**src/include/ebi_defs.svh**
```systemverilog
`ifndef EBI_DEFS_SVH
`define EBI_DEFS_SVH

// --------------------
// Host bus address map
// --------------------
`define EBI_ADDR_STATUS  19'd0
`define EBI_ADDR_CMD_W1  19'd1
`define EBI_ADDR_CMD_W2  19'd2
`define EBI_ADDR_CMD_W3  19'd3
`define EBI_ADDR_CMD_W4  19'd4
`define EBI_ADDR_CMD_W5  19'd5
`define EBI_ADDR_SAMPLE  19'd6

// --------------------
// FIFO depths
// --------------------
`define EBI_CMD_DEPTH     4
`define EBI_SAMPLE_DEPTH  16

// Sequencer opcodes, anything else runs silently
`define EBI_OP_RAMP   16'h0001
`define EBI_OP_CONST  16'h0002

`endif
```
**src/hw/ebi_pkg.sv**
```systemverilog
package ebi_pkg;

  // Bus word and sample word share one width
  typedef logic [15:0] data_t;

  // External bus address
  typedef logic [18:0] addr_t;

  // One command as written by the host
  // Word 1 lands in the top bits
  typedef struct packed {
    data_t opcode;
    data_t count;
    data_t start;
    data_t step;
    data_t mask;
  } cmd_t;

  // Status register as seen at address 0
  typedef struct packed {
    logic       cmd_almost_full;
    logic       cmd_full;
    logic       cmd_almost_empty;
    logic       cmd_empty;
    logic       smp_almost_full;
    logic       smp_full;
    logic       smp_empty;
    logic       smp_almost_empty;
    logic [6:0] reserved;
    logic       sample_valid;
  } status_t;

  typedef enum logic [1:0] {
    BR_FETCH,
    BR_CMD_LOAD,
    BR_TRANS_OVER,
    BR_SMP_READ
  } bridge_state_t;

  typedef enum logic {
    SEQ_IDLE,
    SEQ_RUN
  } seq_state_t;

endpackage

```
**src/hw/ebi_top.sv**
```systemverilog
`include "ebi_defs.svh"

module ebi_top (
  input  logic            clk,
  input  logic            rst,
  input  logic            cs,
  input  logic            rd,
  input  logic            wr,
  input  ebi_pkg::addr_t  addr,
  input  ebi_pkg::data_t  data_in,
  output ebi_pkg::data_t  data_out,
  output logic            irq
);

  // Command path
  logic          cmd_push;
  logic          cmd_pop;
  logic          cmd_full;
  logic          cmd_almost_full;
  logic          cmd_empty;
  logic          cmd_almost_empty;
  ebi_pkg::cmd_t cmd_wdata;
  ebi_pkg::cmd_t cmd_rdata;

  // Sample path
  logic           smp_push;
  logic           smp_pop;
  logic           smp_full;
  logic           smp_almost_full;
  logic           smp_empty;
  logic           smp_almost_empty;
  ebi_pkg::data_t smp_wdata;
  ebi_pkg::data_t smp_rdata;

  ebi_bridge u_bridge (
    .clk              (clk),
    .rst              (rst),
    .cs               (cs),
    .rd               (rd),
    .wr               (wr),
    .addr             (addr),
    .data_in          (data_in),
    .data_out         (data_out),
    .irq              (irq),
    .cmd_push         (cmd_push),
    .cmd_data         (cmd_wdata),
    .cmd_full         (cmd_full),
    .cmd_almost_full  (cmd_almost_full),
    .cmd_empty        (cmd_empty),
    .cmd_almost_empty (cmd_almost_empty),
    .smp_pop          (smp_pop),
    .smp_data         (smp_rdata),
    .smp_full         (smp_full),
    .smp_almost_full  (smp_almost_full),
    .smp_empty        (smp_empty),
    .smp_almost_empty (smp_almost_empty)
  );

  sync_fifo #(
    .WIDTH ($bits(ebi_pkg::cmd_t)),
    .DEPTH (`EBI_CMD_DEPTH)
  ) u_cmd_fifo (
    .clk          (clk),
    .rst          (rst),
    .push         (cmd_push),
    .push_data    (cmd_wdata),
    .pop          (cmd_pop),
    .pop_data     (cmd_rdata),
    .full         (cmd_full),
    .almost_full  (cmd_almost_full),
    .empty        (cmd_empty),
    .almost_empty (cmd_almost_empty)
  );

  sync_fifo #(
    .WIDTH ($bits(ebi_pkg::data_t)),
    .DEPTH (`EBI_SAMPLE_DEPTH)
  ) u_smp_fifo (
    .clk          (clk),
    .rst          (rst),
    .push         (smp_push),
    .push_data    (smp_wdata),
    .pop          (smp_pop),
    .pop_data     (smp_rdata),
    .full         (smp_full),
    .almost_full  (smp_almost_full),
    .empty        (smp_empty),
    .almost_empty (smp_almost_empty)
  );

  acq_sequencer u_seq (
    .clk       (clk),
    .rst       (rst),
    .cmd_data  (cmd_rdata),
    .cmd_empty (cmd_empty),
    .cmd_pop   (cmd_pop),
    .smp_push  (smp_push),
    .smp_data  (smp_wdata),
    .smp_full  (smp_full)
  );

endmodule

```
**src/hw/acq_sequencer.sv**
```systemverilog
`include "ebi_defs.svh"

module acq_sequencer (
  input  logic            clk,
  input  logic            rst,
  // Command FIFO, pop side
  input  ebi_pkg::cmd_t   cmd_data,
  input  logic            cmd_empty,
  output logic            cmd_pop,
  // Sample FIFO, push side
  output logic            smp_push,
  output ebi_pkg::data_t  smp_data,
  input  logic            smp_full
);

  ebi_pkg::seq_state_t state_q;

  ebi_pkg::data_t remaining;
  ebi_pkg::data_t value_q;
  ebi_pkg::data_t step_q;
  ebi_pkg::data_t mask_q;
  logic           ramp_q;
  logic           known_op;

  assign known_op = (cmd_data.opcode == `EBI_OP_RAMP) ||
                    (cmd_data.opcode == `EBI_OP_CONST);

  // Take a new command only when idle
  assign cmd_pop = (state_q == ebi_pkg::SEQ_IDLE) && !cmd_empty;

  // One sample per cycle, stall on full
  assign smp_push = (state_q == ebi_pkg::SEQ_RUN) && (remaining != '0) && !smp_full;
  assign smp_data = value_q ^ mask_q;

  // --------------------
  // Control
  // --------------------
  always_ff @(posedge clk) begin
    if (rst) begin
      state_q   <= ebi_pkg::SEQ_IDLE;
      remaining <= '0;
    end else begin
      case (state_q)
        ebi_pkg::SEQ_IDLE: begin
          if (cmd_pop) begin
            // Unknown opcodes are consumed as empty bursts
            remaining <= known_op ? cmd_data.count : '0;
            state_q   <= ebi_pkg::SEQ_RUN;
          end
        end
        ebi_pkg::SEQ_RUN: begin
          if (remaining == '0) begin
            state_q <= ebi_pkg::SEQ_IDLE;
          end else if (smp_push) begin
            remaining <= remaining - 16'd1;
            if (remaining == 16'd1) begin
              state_q <= ebi_pkg::SEQ_IDLE;
            end
          end
        end
        default: state_q <= ebi_pkg::SEQ_IDLE;
      endcase
    end
  end

  // --------------------
  // Sample generator
  // --------------------
  always_ff @(posedge clk) begin
    if (cmd_pop) begin
      value_q <= cmd_data.start;
      step_q  <= cmd_data.step;
      mask_q  <= cmd_data.mask;
      ramp_q  <= (cmd_data.opcode == `EBI_OP_RAMP);
    end else if (smp_push && ramp_q) begin
      // Wraps modulo 2^16
      value_q <= value_q + step_q;
    end
  end

  // Command FIFO head holds until it is taken
  a_cmd_head_stable: assert property (@(posedge clk) disable iff (rst)
    (!cmd_empty && !cmd_pop) |=> $stable(cmd_data))
    else $error("command FIFO head changed without a pop");

endmodule

```
**src/hw/ebi_bridge.sv**
```systemverilog
`include "ebi_defs.svh"

module ebi_bridge (
  input  logic            clk,
  input  logic            rst,
  // Host bus
  input  logic            cs,
  input  logic            rd,
  input  logic            wr,
  input  ebi_pkg::addr_t  addr,
  input  ebi_pkg::data_t  data_in,
  output ebi_pkg::data_t  data_out,
  output logic            irq,
  // Command FIFO, push side
  output logic            cmd_push,
  output ebi_pkg::cmd_t   cmd_data,
  input  logic            cmd_full,
  input  logic            cmd_almost_full,
  input  logic            cmd_empty,
  input  logic            cmd_almost_empty,
  // Sample FIFO, pop side
  output logic            smp_pop,
  input  ebi_pkg::data_t  smp_data,
  input  logic            smp_full,
  input  logic            smp_almost_full,
  input  logic            smp_empty,
  input  logic            smp_almost_empty
);

  ebi_pkg::bridge_state_t state_q;
  ebi_pkg::bridge_state_t state_d;

  // Command words as written by the host
  ebi_pkg::data_t cmd_w1;
  ebi_pkg::data_t cmd_w2;
  ebi_pkg::data_t cmd_w3;
  ebi_pkg::data_t cmd_w4;
  ebi_pkg::data_t cmd_w5;

  ebi_pkg::status_t status_next;
  ebi_pkg::status_t status_q;
  ebi_pkg::status_t status_last;

  ebi_pkg::data_t sample_q;
  logic           sample_valid;

  logic host_rd;
  logic host_wr;
  logic rd_d;
  logic rd_dd;
  logic rd_done;
  logic word_we;
  logic sample_done;

  assign host_rd = cs & rd;
  assign host_wr = cs & wr;

  // --------------------
  // Strobe edge detect
  // --------------------
  always_ff @(posedge clk) begin
    if (rst) begin
      rd_d  <= 1'b0;
      rd_dd <= 1'b0;
    end else begin
      rd_d  <= host_rd;
      rd_dd <= rd_d;
    end
  end

  // Read finished once the registered strobe drops
  assign rd_done = rd_dd & ~rd_d;

  // --------------------
  // Bus FSM
  // --------------------
  always_ff @(posedge clk) begin
    if (rst) begin
      state_q <= ebi_pkg::BR_FETCH;
    end else begin
      state_q <= state_d;
    end
  end

  always_comb begin
    state_d     = state_q;
    word_we     = 1'b0;
    cmd_push    = 1'b0;
    smp_pop     = 1'b0;
    sample_done = 1'b0;
    case (state_q)
      ebi_pkg::BR_FETCH: begin
        if (host_wr) begin
          word_we = 1'b1;
          if (addr == `EBI_ADDR_CMD_W5) begin
            state_d = ebi_pkg::BR_CMD_LOAD;
          end
        end else if (host_rd && addr == `EBI_ADDR_SAMPLE) begin
          state_d = ebi_pkg::BR_SMP_READ;
        end else if (!sample_valid && !smp_empty) begin
          // Prefetch the next sample into the holding register
          smp_pop = 1'b1;
        end
      end
      ebi_pkg::BR_CMD_LOAD: begin
        // Hold here under back-pressure
        if (!cmd_full) begin
          cmd_push = 1'b1;
          state_d  = ebi_pkg::BR_TRANS_OVER;
        end
      end
      ebi_pkg::BR_TRANS_OVER: begin
        if (!rd && !wr) begin
          state_d = ebi_pkg::BR_FETCH;
        end
      end
      ebi_pkg::BR_SMP_READ: begin
        if (rd_done) begin
          sample_done = 1'b1;
          state_d     = ebi_pkg::BR_FETCH;
        end
      end
      default: state_d = ebi_pkg::BR_FETCH;
    endcase
  end

  // --------------------
  // Command assembly
  // --------------------
  always_ff @(posedge clk) begin
    if (word_we) begin
      case (addr)
        `EBI_ADDR_CMD_W1: cmd_w1 <= data_in;
        `EBI_ADDR_CMD_W2: cmd_w2 <= data_in;
        `EBI_ADDR_CMD_W3: cmd_w3 <= data_in;
        `EBI_ADDR_CMD_W4: cmd_w4 <= data_in;
        `EBI_ADDR_CMD_W5: cmd_w5 <= data_in;
        default: ;
      endcase
    end
  end

  always_comb begin
    cmd_data.opcode = cmd_w1;
    cmd_data.count  = cmd_w2;
    cmd_data.start  = cmd_w3;
    cmd_data.step   = cmd_w4;
    cmd_data.mask   = cmd_w5;
  end

  // --------------------
  // Sample holding register
  // --------------------
  always_ff @(posedge clk) begin
    if (rst) begin
      sample_valid <= 1'b0;
    end else if (smp_pop) begin
      sample_valid <= 1'b1;
    end else if (sample_done) begin
      sample_valid <= 1'b0;
    end
  end

  always_ff @(posedge clk) begin
    if (smp_pop) begin
      sample_q <= smp_data;
    end
  end

  // --------------------
  // Status, irq, read data
  // --------------------
  always_comb begin
    status_next                  = '0;
    status_next.cmd_almost_full  = cmd_almost_full;
    status_next.cmd_full         = cmd_full;
    status_next.cmd_almost_empty = cmd_almost_empty;
    status_next.cmd_empty        = cmd_empty;
    status_next.smp_almost_full  = smp_almost_full;
    status_next.smp_full         = smp_full;
    status_next.smp_empty        = smp_empty;
    status_next.smp_almost_empty = smp_almost_empty;
    status_next.sample_valid     = sample_valid;
  end

  always_ff @(posedge clk) begin
    if (rst) begin
      status_q    <= '0;
      status_last <= '0;
      irq         <= 1'b0;
      data_out    <= '0;
    end else begin
      status_q <= status_next;
      irq      <= (status_q != status_last);
      if (host_rd) begin
        if (addr == `EBI_ADDR_STATUS) begin
          data_out    <= status_q;
          status_last <= status_q;
        end else if (addr == `EBI_ADDR_SAMPLE) begin
          data_out <= sample_q;
        end
      end
    end
  end

  // Host strobes last at least two clocks
  a_strobe_hold: assert property (@(posedge clk) disable iff (rst)
    ($rose(host_rd) || $rose(host_wr)) |=> (host_rd || host_wr))
    else $error("host strobe shorter than two clocks");

  // Sample FIFO head only moves on a pop
  a_smp_head_stable: assert property (@(posedge clk) disable iff (rst)
    (!smp_empty && !smp_pop) |=> $stable(smp_data))
    else $error("sample FIFO head changed without a pop");

endmodule

```
**src/hw/sync_fifo.sv**
```systemverilog
module sync_fifo #(
  parameter int WIDTH = 16,
  parameter int DEPTH = 16
) (
  input  logic             clk,
  input  logic             rst,
  input  logic             push,
  input  logic [WIDTH-1:0] push_data,
  input  logic             pop,
  output logic [WIDTH-1:0] pop_data,
  output logic             full,
  output logic             almost_full,
  output logic             empty,
  output logic             almost_empty
);

  localparam int AW = (DEPTH > 1) ? $clog2(DEPTH) : 1;
  localparam int CW = $clog2(DEPTH + 1);
  localparam logic [AW-1:0] LAST_PTR = AW'(DEPTH - 1);
  localparam logic [CW-1:0] FULL_CNT = CW'(DEPTH);

  logic [WIDTH-1:0] mem [DEPTH];
  logic [AW-1:0]    wr_ptr;
  logic [AW-1:0]    rd_ptr;
  logic [CW-1:0]    count;
  logic             do_push;
  logic             do_pop;

  assign do_push = push && !full;
  assign do_pop  = pop && !empty;

  // --------------------
  // Flags
  // --------------------
  assign full         = (count == FULL_CNT);
  assign almost_full  = (count >= FULL_CNT - CW'(1));
  assign empty        = (count == '0);
  assign almost_empty = (count <= CW'(1));

  // Head is visible as soon as it is written
  assign pop_data = mem[rd_ptr];

  always_ff @(posedge clk) begin
    if (do_push) begin
      mem[wr_ptr] <= push_data;
    end
  end

  always_ff @(posedge clk) begin
    if (rst) begin
      wr_ptr <= '0;
      rd_ptr <= '0;
      count  <= '0;
    end else begin
      if (do_push) begin
        wr_ptr <= (wr_ptr == LAST_PTR) ? '0 : wr_ptr + AW'(1);
      end
      if (do_pop) begin
        rd_ptr <= (rd_ptr == LAST_PTR) ? '0 : rd_ptr + AW'(1);
      end
      case ({do_push, do_pop})
        2'b10:   count <= count + CW'(1);
        2'b01:   count <= count - CW'(1);
        default: ;
      endcase
    end
  end

  // Callers must respect the flags
  a_no_overflow: assert property (@(posedge clk) disable iff (rst) push |-> !full)
    else $error("push while FIFO full");
  a_no_underflow: assert property (@(posedge clk) disable iff (rst) pop |-> !empty)
    else $error("pop while FIFO empty");

endmodule

```
**config.mk**
```make
export PLATFORM = sky130hd
export DESIGN_NAME = ebi_top
export DESIGN_NICKNAME = d
export VERILOG_FILES = /design/src/hw/ebi_pkg.sv /design/src/hw/ebi_top.sv /design/src/hw/acq_sequencer.sv /design/src/hw/ebi_bridge.sv /design/src/hw/sync_fifo.sv
export VERILOG_INCLUDE_DIRS = /design/src /design/src/include
export SDC_FILE = /design/constraint.sdc
export NUM_CORES = 1
export LEC_CHECK = 0
export BUFFER_PORTS_ARGS = -buffer_cell sky130_fd_sc_hd__buf_4
export CORE_MARGIN = 5
export CORE_UTILIZATION = 50
export CTS_BUF_LIST = sky130_fd_sc_hd__clkbuf_2
export DETAILED_ROUTE_END_ITERATION = 8
export PLACE_DENSITY = 0.66
export SLEW_MARGIN = 25
export SYNTH_ARGS = -nofsm -noshare
export SYNTH_HDL_FRONTEND = slang
export SYNTH_SLANG_ARGS = --single-unit
```
**constraint.sdc**
```tcl
create_clock -name clk -period 4.8 [get_ports clk]
set_clock_uncertainty 0.2 [all_clocks]
set_input_delay 0.24 -clock clk [delete_from_list [all_inputs] [get_ports clk]]
set_output_delay 0.24 -clock clk [all_outputs]
set_load 0.02 [all_outputs]
```
Word level (Yosys, flattened, before mapping):

Memories as Yosys holds them, arrays and structs flattened. A register that Yosys moved wholly into a read port is not among the register bits.
Cells that the tools add are included.

* input bits: 40
* memories kept: 2
* memory bits (writable): 576
* register bits after elaboration: 213
* logic and storage cells: 179

Memory list
* u_cmd_fifo.mem: depth 4, width 80, read ports 1, clocked after memory_dff 1, wr ports 1, RTL line sync_fifo.sv:22 `logic [WIDTH-1:0] mem [DEPTH];`
* u_smp_fifo.mem: depth 16, width 16, read ports 1, clocked after memory_dff 1, wr ports 1, RTL line sync_fifo.sv:22

* equality and inequality tests: 31
* multiplexer cells: 45
* $lt $le $gt $ge: 4
* bitwise operators: 6
* reductions and logical operators: 39
* add/subtract/negate cells: 10

Operators with widths (number)
* 16-bit two-way mux: 8
* 19-bit by 3-bit == test with 1-bit output (second input constant): 3
* 19-bit by 2-bit == test with 1-bit output (second input constant): 2
* 16-bit by 1-bit == test with 1-bit output (second input constant): 2
* 16-bit case mux with 2 select lines: 1
* 1-bit two-way mux: 20
* 2-bit two-way mux: 10
* 19-bit by 1-bit == test with 1-bit output (second input constant): 1
* 19-bit logical NOT: 1
* 16-bit adder: 1
* 16-bit by 2-bit == test with 1-bit output (second input constant): 1
* 16-bit logical NOT: 1
* 16-bit inequality test: 1
* 16-bit nonzero test: 1
* 16-bit by 1-bit subtractor with 16-bit output (second input constant): 1
* 16-bit bitwise XOR: 1
* 2-bit AND reduction: 7
* 2-bit == test (second input constant): 6
* 1-bit logical AND: 11
* 5-bit case mux with 2 select lines: 1
* 2-bit nonzero test: 5
* 4-bit by 1-bit adder with 4-bit output (second input constant): 2
* 4-bit == test (second input constant): 2
* 4-bit two-way mux: 2
* 28 further kinds: 44

Logic depth before layout (Yosys ltp):

Gate-level depths: netlist of the first run.

* word-level depth: 10
* gate-level depth with buffers: 12

Hierarchy:

From an unflattened synthesis of the first run, not the netlist that was laid out.

* cell total of the unflattened synthesis: 1645
* area total of the unflattened synthesis: 31236.2 µm²

Modules (own cells, without submodules)
* sync_fifo (u_cmd_fifo): times used 1, cells each 477, area each 12082.8 µm²
* sync_fifo (u_smp_fifo): times used 1, cells each 517, area each 10655.2 µm²
* ebi_bridge: times used 1, cells each 284, area each 4690.7 µm²
* acq_sequencer: times used 1, cells each 367, area each 3807.4 µm²

Worst setup path after synthesis of the first run:

No wires, ideal clock.

* path kind: reg-to-reg
* start: register u_bridge.state_q[1]
* end: register u_bridge.sample_q[0], read port of u_smp_fifo.mem (enable)
* cell stages (with the launch flop): 4
* library setup time: 0.478 ns
* path slack: 0.560 ns
* clock period less this slack: 4.240 ns
* arrival: 3.562 ns
* cells stage by stage: dfxtp_1 clkbuf_1 or3_1 a2111oi_0

* cells in the longest elaborated chain, start to end: 2

RTL lines
* start: declaration: RTL line ebi_bridge.sv:30 `ebi_pkg::bridge_state_t state_q;`
* start signal: assignment: RTL line ebi_bridge.sv:79 `state_q <= ebi_pkg::BR_FETCH;`
* start signal: assignment: RTL line ebi_bridge.sv:81 `state_q <= state_d;`
* 2-bit logical NOT: RTL line ebi_bridge.sv:91 `case (state_q)`
* 1-bit two-way mux: RTL line ebi_bridge.sv:91
* via smp_pop: RTL line ebi_top.sv:27 `logic smp_pop;`
* end: declaration: RTL line ebi_bridge.sv:44 `ebi_pkg::data_t sample_q;`

The timed path passes the listed nets, and every way through them passes these cells.
A chain may end at the register's enable or synchronous reset.

Worst setup path in the final report of the first run:

* start: input addr[9]
* end: register u_smp_fifo.count[3]

* cells in the longest elaborated chain, start to end: 8

RTL lines
* start: declaration: RTL line ebi_top.sv:9 `input ebi_pkg::addr_t addr,`
* 19-bit by 3-bit == test with 1-bit output (no source line) *
* 1-bit logical AND (no source line) *
* 1-bit two-way mux *: RTL line ebi_bridge.sv:98 `` end else if (host_rd && addr == `EBI_ADDR_SAMPLE) begin ``
* 1-bit two-way mux *: RTL line ebi_bridge.sv:93 `if (host_wr) begin`
* 1-bit two-way mux *: RTL line ebi_bridge.sv:91
* 1-bit logical AND *: RTL line sync_fifo.sv:30 `assign do_pop = pop && !empty;`
* via u_smp_fifo.do_pop: RTL line sync_fifo.sv:27 `logic do_pop;`
* 2-bit by 1-bit == test with 1-bit output or 2-bit == test (tied branches): RTL line sync_fifo.sv:61 `case ({do_push, do_pop})`
* 5-bit case mux with 2 select lines or 2-bit nonzero test (tied branches)
* end signal: assignment: RTL line sync_fifo.sv:62 `2'b10: count <= count + CW'(1);`
* end signal: assignment: RTL line sync_fifo.sv:63 `2'b01: count <= count - CW'(1);`
* end: declaration: RTL line sync_fifo.sv:25 `logic [CW-1:0] count;`

Mark *: on every way through the listed nets, which the timed path passes. The rest lies on a longest branch.

==> flow_summary.yaml, run 1 <==
global_routing:
  antenna_found_initial: 2
  track_usage: 0.196
  grt_pass1_vias: 16700
  grt_max_degree: 72
  grt_pass1_wl_mm: 98.4
  globalRouteOverflowTotal: 0
pwr:
  power.internal_mw: 12.5
  p_total_mw: 18.5
  power_frac_comb: 0.261
  power.density_nw_per_um2: 535
  clkPwrFrac: 0.226
  leakage_nw: 11.5
  power_switching_mw: 6.02
  peakVddDrop_uv: 318
  p_seq_frac: 0.513
  p_sw_frac: 0.325
synthesis:
  synth-edff-count: 721
  synth_cell_type_count: 66
  syn-cell-area_um2: 30500
  ys_seq_area_frac: 0.762
  synth_top_area_cell: "edfxtp_1"
  synthCells: 1599
  synthFlopType: "edfxtp_1"
  async_reset_ff_frac: 0
  synth_top_cell_area_share: 0.710
  syn-num-nets: 1679
  ys_seq_elements: 800
  synthTopCellsByArea: "edfxtp_1 (71%), mux4_2 (11%), dfxtp_1 (5.2%)"
  yosysWarnings: 0
  syn_avg_cell_area_um2: 19.1
hold_path:
  min_from: "data_in[13]"
  min_path_type: "input pin to flop"
  holdPathEnd: "u_bridge.cmd_w1[13]$_DFFE_PP_"
  whs_path_depth: 3
clock_tree:
  cts_max_path_buffers: 3
  cts.sinks: 800
  htreeDepth: 4
  clock_latency_ns: 1.35
  cts_tree: "yes"
  clk_pin_slew_ns: 0.10
  numCtsBuffers: 191
  root_buffer: "clkbuf_2"
cells_and_area:
  largest_register_ffs: 320
  fin_util: 0.574
  area_delta_synth_final_pct: 13.5
  largest_registers: "u_cmd_fifo.mem: 320 flops, u_smp_fifo.mem: 256 flops"
  nNetsFinal: 1992
  final_cell_count_no_fill: 2827
  drive_above_1_share: 0.285
  design_area_um2: 34600
  largest_register: "u_cmd_fifo.mem"
run:
  maxCapViolCount: 0
die:
  dieHeight_um: 257
  core.rowCount: 90
  core-area_um2: 60400
  die_w_um: 257
  initial_utilization: 0.505
  dieArea_um2: 66100
  ios: 57
placement:
  dpl-instance-area_um2: 32100
  place_hpwl_mm: 37.5
  dp_slack_ns: 1.56
  place_inst: 2421
  gp_congestion: 0.792
  port_buffers: 56
sta:
  period_needed_ns: 4.71
  drv_slew: 0
  rsz0062_at_grt: "false"
  finalWorstSetupSlack_ns: 0.0940
  slew_headroom: 0.297
  holdWs_ns: 0.254
  period_share: 0.980
  worst_pin_slew_ns: 1.05
  setup-violations-final: 0
  tns_ns: 0
  finalHoldViolations: 0
  fmax_mhz: 212
route:
  wl_mm: 63.8
  met1Wirelength_mm: 26.5
  wire_per_inst_um: 22.6
  drt_iter0_markers: 1085
  wl_met2_mm: 33.1
  highest_layer: "met4"
  drc: 0
  dr.pass1.iters: 5
  ant_nets: 0
  avgViaCountPerCell: 5.56
  vias: 15700
  routed-wl-met3_mm: 3.13
setup_path:
  worstPathRequired_ns: 5.79
  path_class: "input pin to flop"
  worstPathArrival_ns: 5.70
  critPathCaptureType: "flop"
  crit_fanout: 13
  reg2reg_slack_ns: 1.63
  rr_endpoint: "u_seq.remaining[11]$_SDFFE_PP0P_"
  rr_worst_depth: 5
  crit_path_start_kind: "input pin"
run_status:
  status: "finished, final reports clean"
[area by class of cell]
| class | instances | area [um2] |
|---|---|---|
| clock inverter | 56 | 310 |
| multi-input combinational | 699 | 7000 |
| sequential | 800 | 23200 |
| clock buffer | 267 | 1340 |
| timing repair buffer | 185 | 1620 |
| fill | 4667 | 25700 |
| inverter | 35 | 131 |
| tap | 782 | 978 |
| antenna | 3 | 7.51 |
[power groups by stage]
stage | logic (mW) | clock network, mW | registers [mW]
detailed placement | 4.73 | 0 | 9.72
global placement | 4.62 | 0 | 9.68
finish | 4.84 | 4.19 | 9.50
global route | 5.31 | 4.76 | 9.59
CTS | 4.78 | 4.36 | 9.56
floorplan | 3.48 | 0 | 9.36
[critical path, stage by stage]
cell and delay [ns]:
dlygate4sd3_1 0.55, buf_4 0.13, dlygate4sd3_1 0.55, nor2_1 0.08
dlygate4sd3_1 0.59, nand4_2 0.12, dlygate4sd3_1 0.58, dlygate4sd3_1 0.67
nor4_4 0.29, dlygate4sd3_1 0.59, buf_4 0.27, a2111oi_4 0.10
ha_1 0.35, nand4b_1 0.21, a21oi_1 0.20, xnor2_1 0.13
nor2_1 0.05
[Yosys cell counts (4+ instances only)]
cell type / n
edfxtp_1: 721
mux4_2: 146
nor2_1: 99
dfxtp_1: 79
nand2_1: 69
a21oi_1: 47
ha_1: 39
xor2_1: 36
clkbuf_1: 35
inv_1: 33
nor3_1: 25
nand3_1: 24
o21ai_0: 20
a211oi_1: 17
nor4_1: 16
buf_2: 15
mux2i_1: 13
a31oi_1: 11
buf_1: 11
xnor2_1: 11
a21o_1: 10
a311oi_1: 9
nand4_1: 9
a22oi_1: 7
and2_1: 7
and3_1: 7
nand2b_1: 7
nor2b_1: 7
or3_1: 5
a311o_1: 4
nor3b_1: 4
nor4_2: 4
o22ai_1: 4
o31ai_1: 4
[layout by cell type (no fill, tap or decap), types with 7 or more instances in the layout]
cell type | netlist | routed
nor2_1 | 99 | 97
o21ai_0 | 20 | 20
ha_1 | 39 | 39
a21o_1 | 10 | 10
nor2b_1 | 7 | 7
edfxtp_1 | 721 | 721
nand4_1 | 9 | 9
a31oi_1 | 11 | 11
nand2b_1 | 7 | 7
xnor2_1 | 11 | 11
nand2_1 | 69 | 69
nand3_1 | 24 | 24
nor3_1 | 25 | 20
a211oi_1 | 17 | 17
inv_1 | 33 | 33
buf_4 | 0 | 107
clkbuf_2 | 1 | 267
clkinv_1 | 1 | 38
mux2i_1 | 13 | 13
a22oi_1 | 7 | 7
dlygate4sd3_1 | 0 | 76
dfxtp_1 | 79 | 75
and3_1 | 7 | 7
a311oi_1 | 9 | 9
a21oi_1 | 47 | 47
nor4_1 | 16 | 16
mux4_2 | 146 | 146
xor2_1 | 36 | 24
xor2_2 | 0 | 12
[how the worst max path moves through the flow]
stage	start	to	slack, ns	depth (start not counted)
3_5_place_dp	flop	u_seq.remaining[11]$_SDFFE_PP0P_	1.56	5
6_report	addr[9]	u_smp_fifo.count[3]$_SDFFE_PP0P_	0.09	17
3_3_place_gp	flop	u_seq.remaining[0]$_SDFFE_PP0P_	1.62	5
4_1_cts	addr[1]	u_bridge.data_out[9]$_SDFFE_PP0P_	0.07	14
2_1_floorplan	u_bridge.state_q[1]$_SDFFE_PP0P_	u_bridge.sample_q[0]$_DFFE_PP_	0.56	3
5_1_grt	addr[9]	u_bridge.data_out[9]$_SDFFE_PP0P_	0.07	15
[logic make-up after synthesis]
kind of cell,Yosys count,share of synthesized area
muxes,160,0.112
AOI/OAI and AO/OA,155,0.0346
DFF,800,0.762
adders and majority gates,40,0.0167
buffers and inverters,100,0.0139
xor gates and xnor gates,47,0.0135
and+or+nand+nor,297,0.0474
[timing repair]
action                                  in CTS  in global routing
hold buffers                                78                  0
buffers inserted                             0                  2
endpoints found under the hold margin      255                  0
endpoints found under the setup margin       0                  3
resized for setup                            0                  0
[routing by layer]
layer,global-route usage,vias to the layer above
met3,0.0448,79
li1,-,7145
met2,0.327,448
met5,0,-
met1,0.258,8044
met4,0.0656,0
Note: power is estimated with default switching activity, not from simulation.
==> inputs of run 2 (changes only) <==
- clock period: 4.8 -> 5.6 ns (I/O delays scaled with it)
==> run 2 against run 1 <==
Final cell count fell by 0.39%. Worst setup slack improved by 0.57 ns. Critical path type unchanged. Global-route usage is 0.16 points lower. Utilization is 0.093 points lower. Clock power decreased by 14%. Highest routed layer unchanged. Critical endpoint is now u_bridge.data_out[9]$_SDFFE_PP0P_.
==> flow_summary.yaml, run 2 (synthesis results as in run 1) <==
run_status:
  status: "finished, final reports clean"
sta:
  finalWorstSetupSlack_ns: 0.663
  finalHoldViolations: 0
  period_share: 0.882
  worst_pin_slew_ns: 1.04
  fmax_mhz: 203
  setup-violations-final: 0
  period_needed_ns: 4.94
  drv_slew: 0
  tns_ns: 0
  slew_headroom: 0.307
  rsz0062_at_grt: "false"
setup_path:
  worstPathArrival_ns: 6.00
  worstPathRequired_ns: 6.66
  cp_common_cell: "dlygate4sd3_1"
  slowest_stage: "dlygate4sd3_1"
  crit_path_start_kind: "input pin"
  cp_top_family: "buffers and inverters"
  cp_num_buf_inv: 8
  path_class: "input pin to flop"
  cp_slowest_stage_delay_ns: 0.77
  path_cells: "dlygate4sd3_1, buf_4, dlygate4sd3_1, nor2_1, dlygate4sd3_1, nand4_2, dlygate4sd3_1, dlygate4sd3_1, or4_1, dlygate4sd3_1, nand2b_4, nor2_1, a211oi_1, dlygate4sd3_1"
  critPathCaptureType: "flop"
  crit_fanout: 18
clock_tree:
  cts.sinks: 800
  numCtsBuffers: 188
  ctsHoldBuffers: 76
  cts_resized: 0
  root_buffer: "clkbuf_2"
  cts_max_path_buffers: 3
  clk_pin_slew_ns: 0.11
  cts_tree: "yes"
  htreeDepth: 4
  cts_setup_buffers: 0
  clock_latency_ns: 1.32
placement:
  dpl-instance-area_um2: 32000
  place_inst: 2411
  port_buffers: 56
  gp_congestion: 0.760
  dp_slack_ns: 2.29
  place_hpwl_mm: 36.2
die:
  die_w_um: 257
  core.rowCount: 90
  dieHeight_um: 257
  initial_utilization: 0.505
  dieArea_um2: 66100
  core-area_um2: 60400
  ios: 57
cells_and_area:
  area_delta_synth_final_pct: 13.3
  nNetsFinal: 1975
  final_cell_count_no_fill: 2816
  largest_registers: "u_cmd_fifo.mem: 320 flops, u_smp_fifo.mem: 256 flops"
  design_area_um2: 34600
  mostFrequentLayoutCell: "edfxtp_1"
  layout_common_cells: "edfxtp_1 (721), clkbuf_2 (273), mux4_2 (146)"
  largest_register: "u_cmd_fifo.mem"
  largest_register_ffs: 320
  drive_above_1_share: 0.285
route:
  dr.pass1.iters: 5
  drc: 0
  ant_nets: 0
  wl_mm: 63.4
  avgViaCountPerCell: 5.58
  vias: 15700
  drt_iter0_markers: 1200
  wire_per_inst_um: 22.5
global_routing:
  grt_pass1_vias: 16400
  track_usage: 0.194
  grt_max_degree: 70
  antenna_found_initial: 4
  grt_pass1_wl_mm: 97.0
  globalRouteOverflowTotal: 0
hold_path:
  min_path_type: "input pin to flop"
run:
  maxCapViolCount: 0
pwr:
  leakage_nw: 11.5
  power.density_nw_per_um2: 457
  peakVddDrop_uv: 211
[run 2: path summary, 6_finish.rpt]
path	cells past startpoint	from	slack (ns)	end
setup / recovery	14	addr[9]	0.66	u_bridge.data_out[9]$_SDFFE_PP0P_
hold / removal	5	rd	0.23	u_bridge.rd_d$_SDFF_PP0_
hold reg to reg	2	u_bridge.status_last[13]$_SDFFE_PP0P_	0.27	u_bridge.status_last[13]$_SDFFE_PP0P_
setup reg to reg	9	u_bridge.state_q[1]$_SDFFE_PP0P_	2.00	u_bridge.state_q[1]$_SDFFE_PP0P_
[run 2: per-stage QoR]
stage               hold WS [ns]  power, mW  utilization
floorplan                  0.179       11.0            -
global placement           0.250       12.1        0.530
detailed placement         0.258       12.2        0.531
CTS                       0.0267       15.9        0.571
global route               0.117       16.7        0.573
finish                     0.227       15.8        0.573
[run 2: report_power, final]
part / switching (mW) / internal (mW)
sequential: 0.475 / 7.71
clock: 2.18 / 1.44
combinational: 2.39 / 1.60
total: 5.04 / 10.8
[run 2: worst min-delay path: cells and delay by family]
| kind | cells | cell delay, ns |
|---|---|---|
| buffers and inverters | 3 | 1.27 |
| and+or+nand+nor | 2 | 0.16 |
[run 2: cell type report]
class	instances	area [um2]
fill	4569	25800
sequential	800	23200
multi-input combinational	699	7040
timing repair buffer	171	1490
clock buffer	273	1370
tap	782	978
clock inverter	51	304
inverter	35	131
antenna	5	12.5
[run 2: per-layer routing]
layer | vias to the layer above | track usage | part of all wire
met3 | 107 | 0.0405 | 0.052
met4 | 0 | 0.0716 | 0.020
met5 | - | 0 | 0
met2 | 475 | 0.324 | 0.51
li1 | 7127 | - | -
met1 | 8006 | 0.257 | 0.42
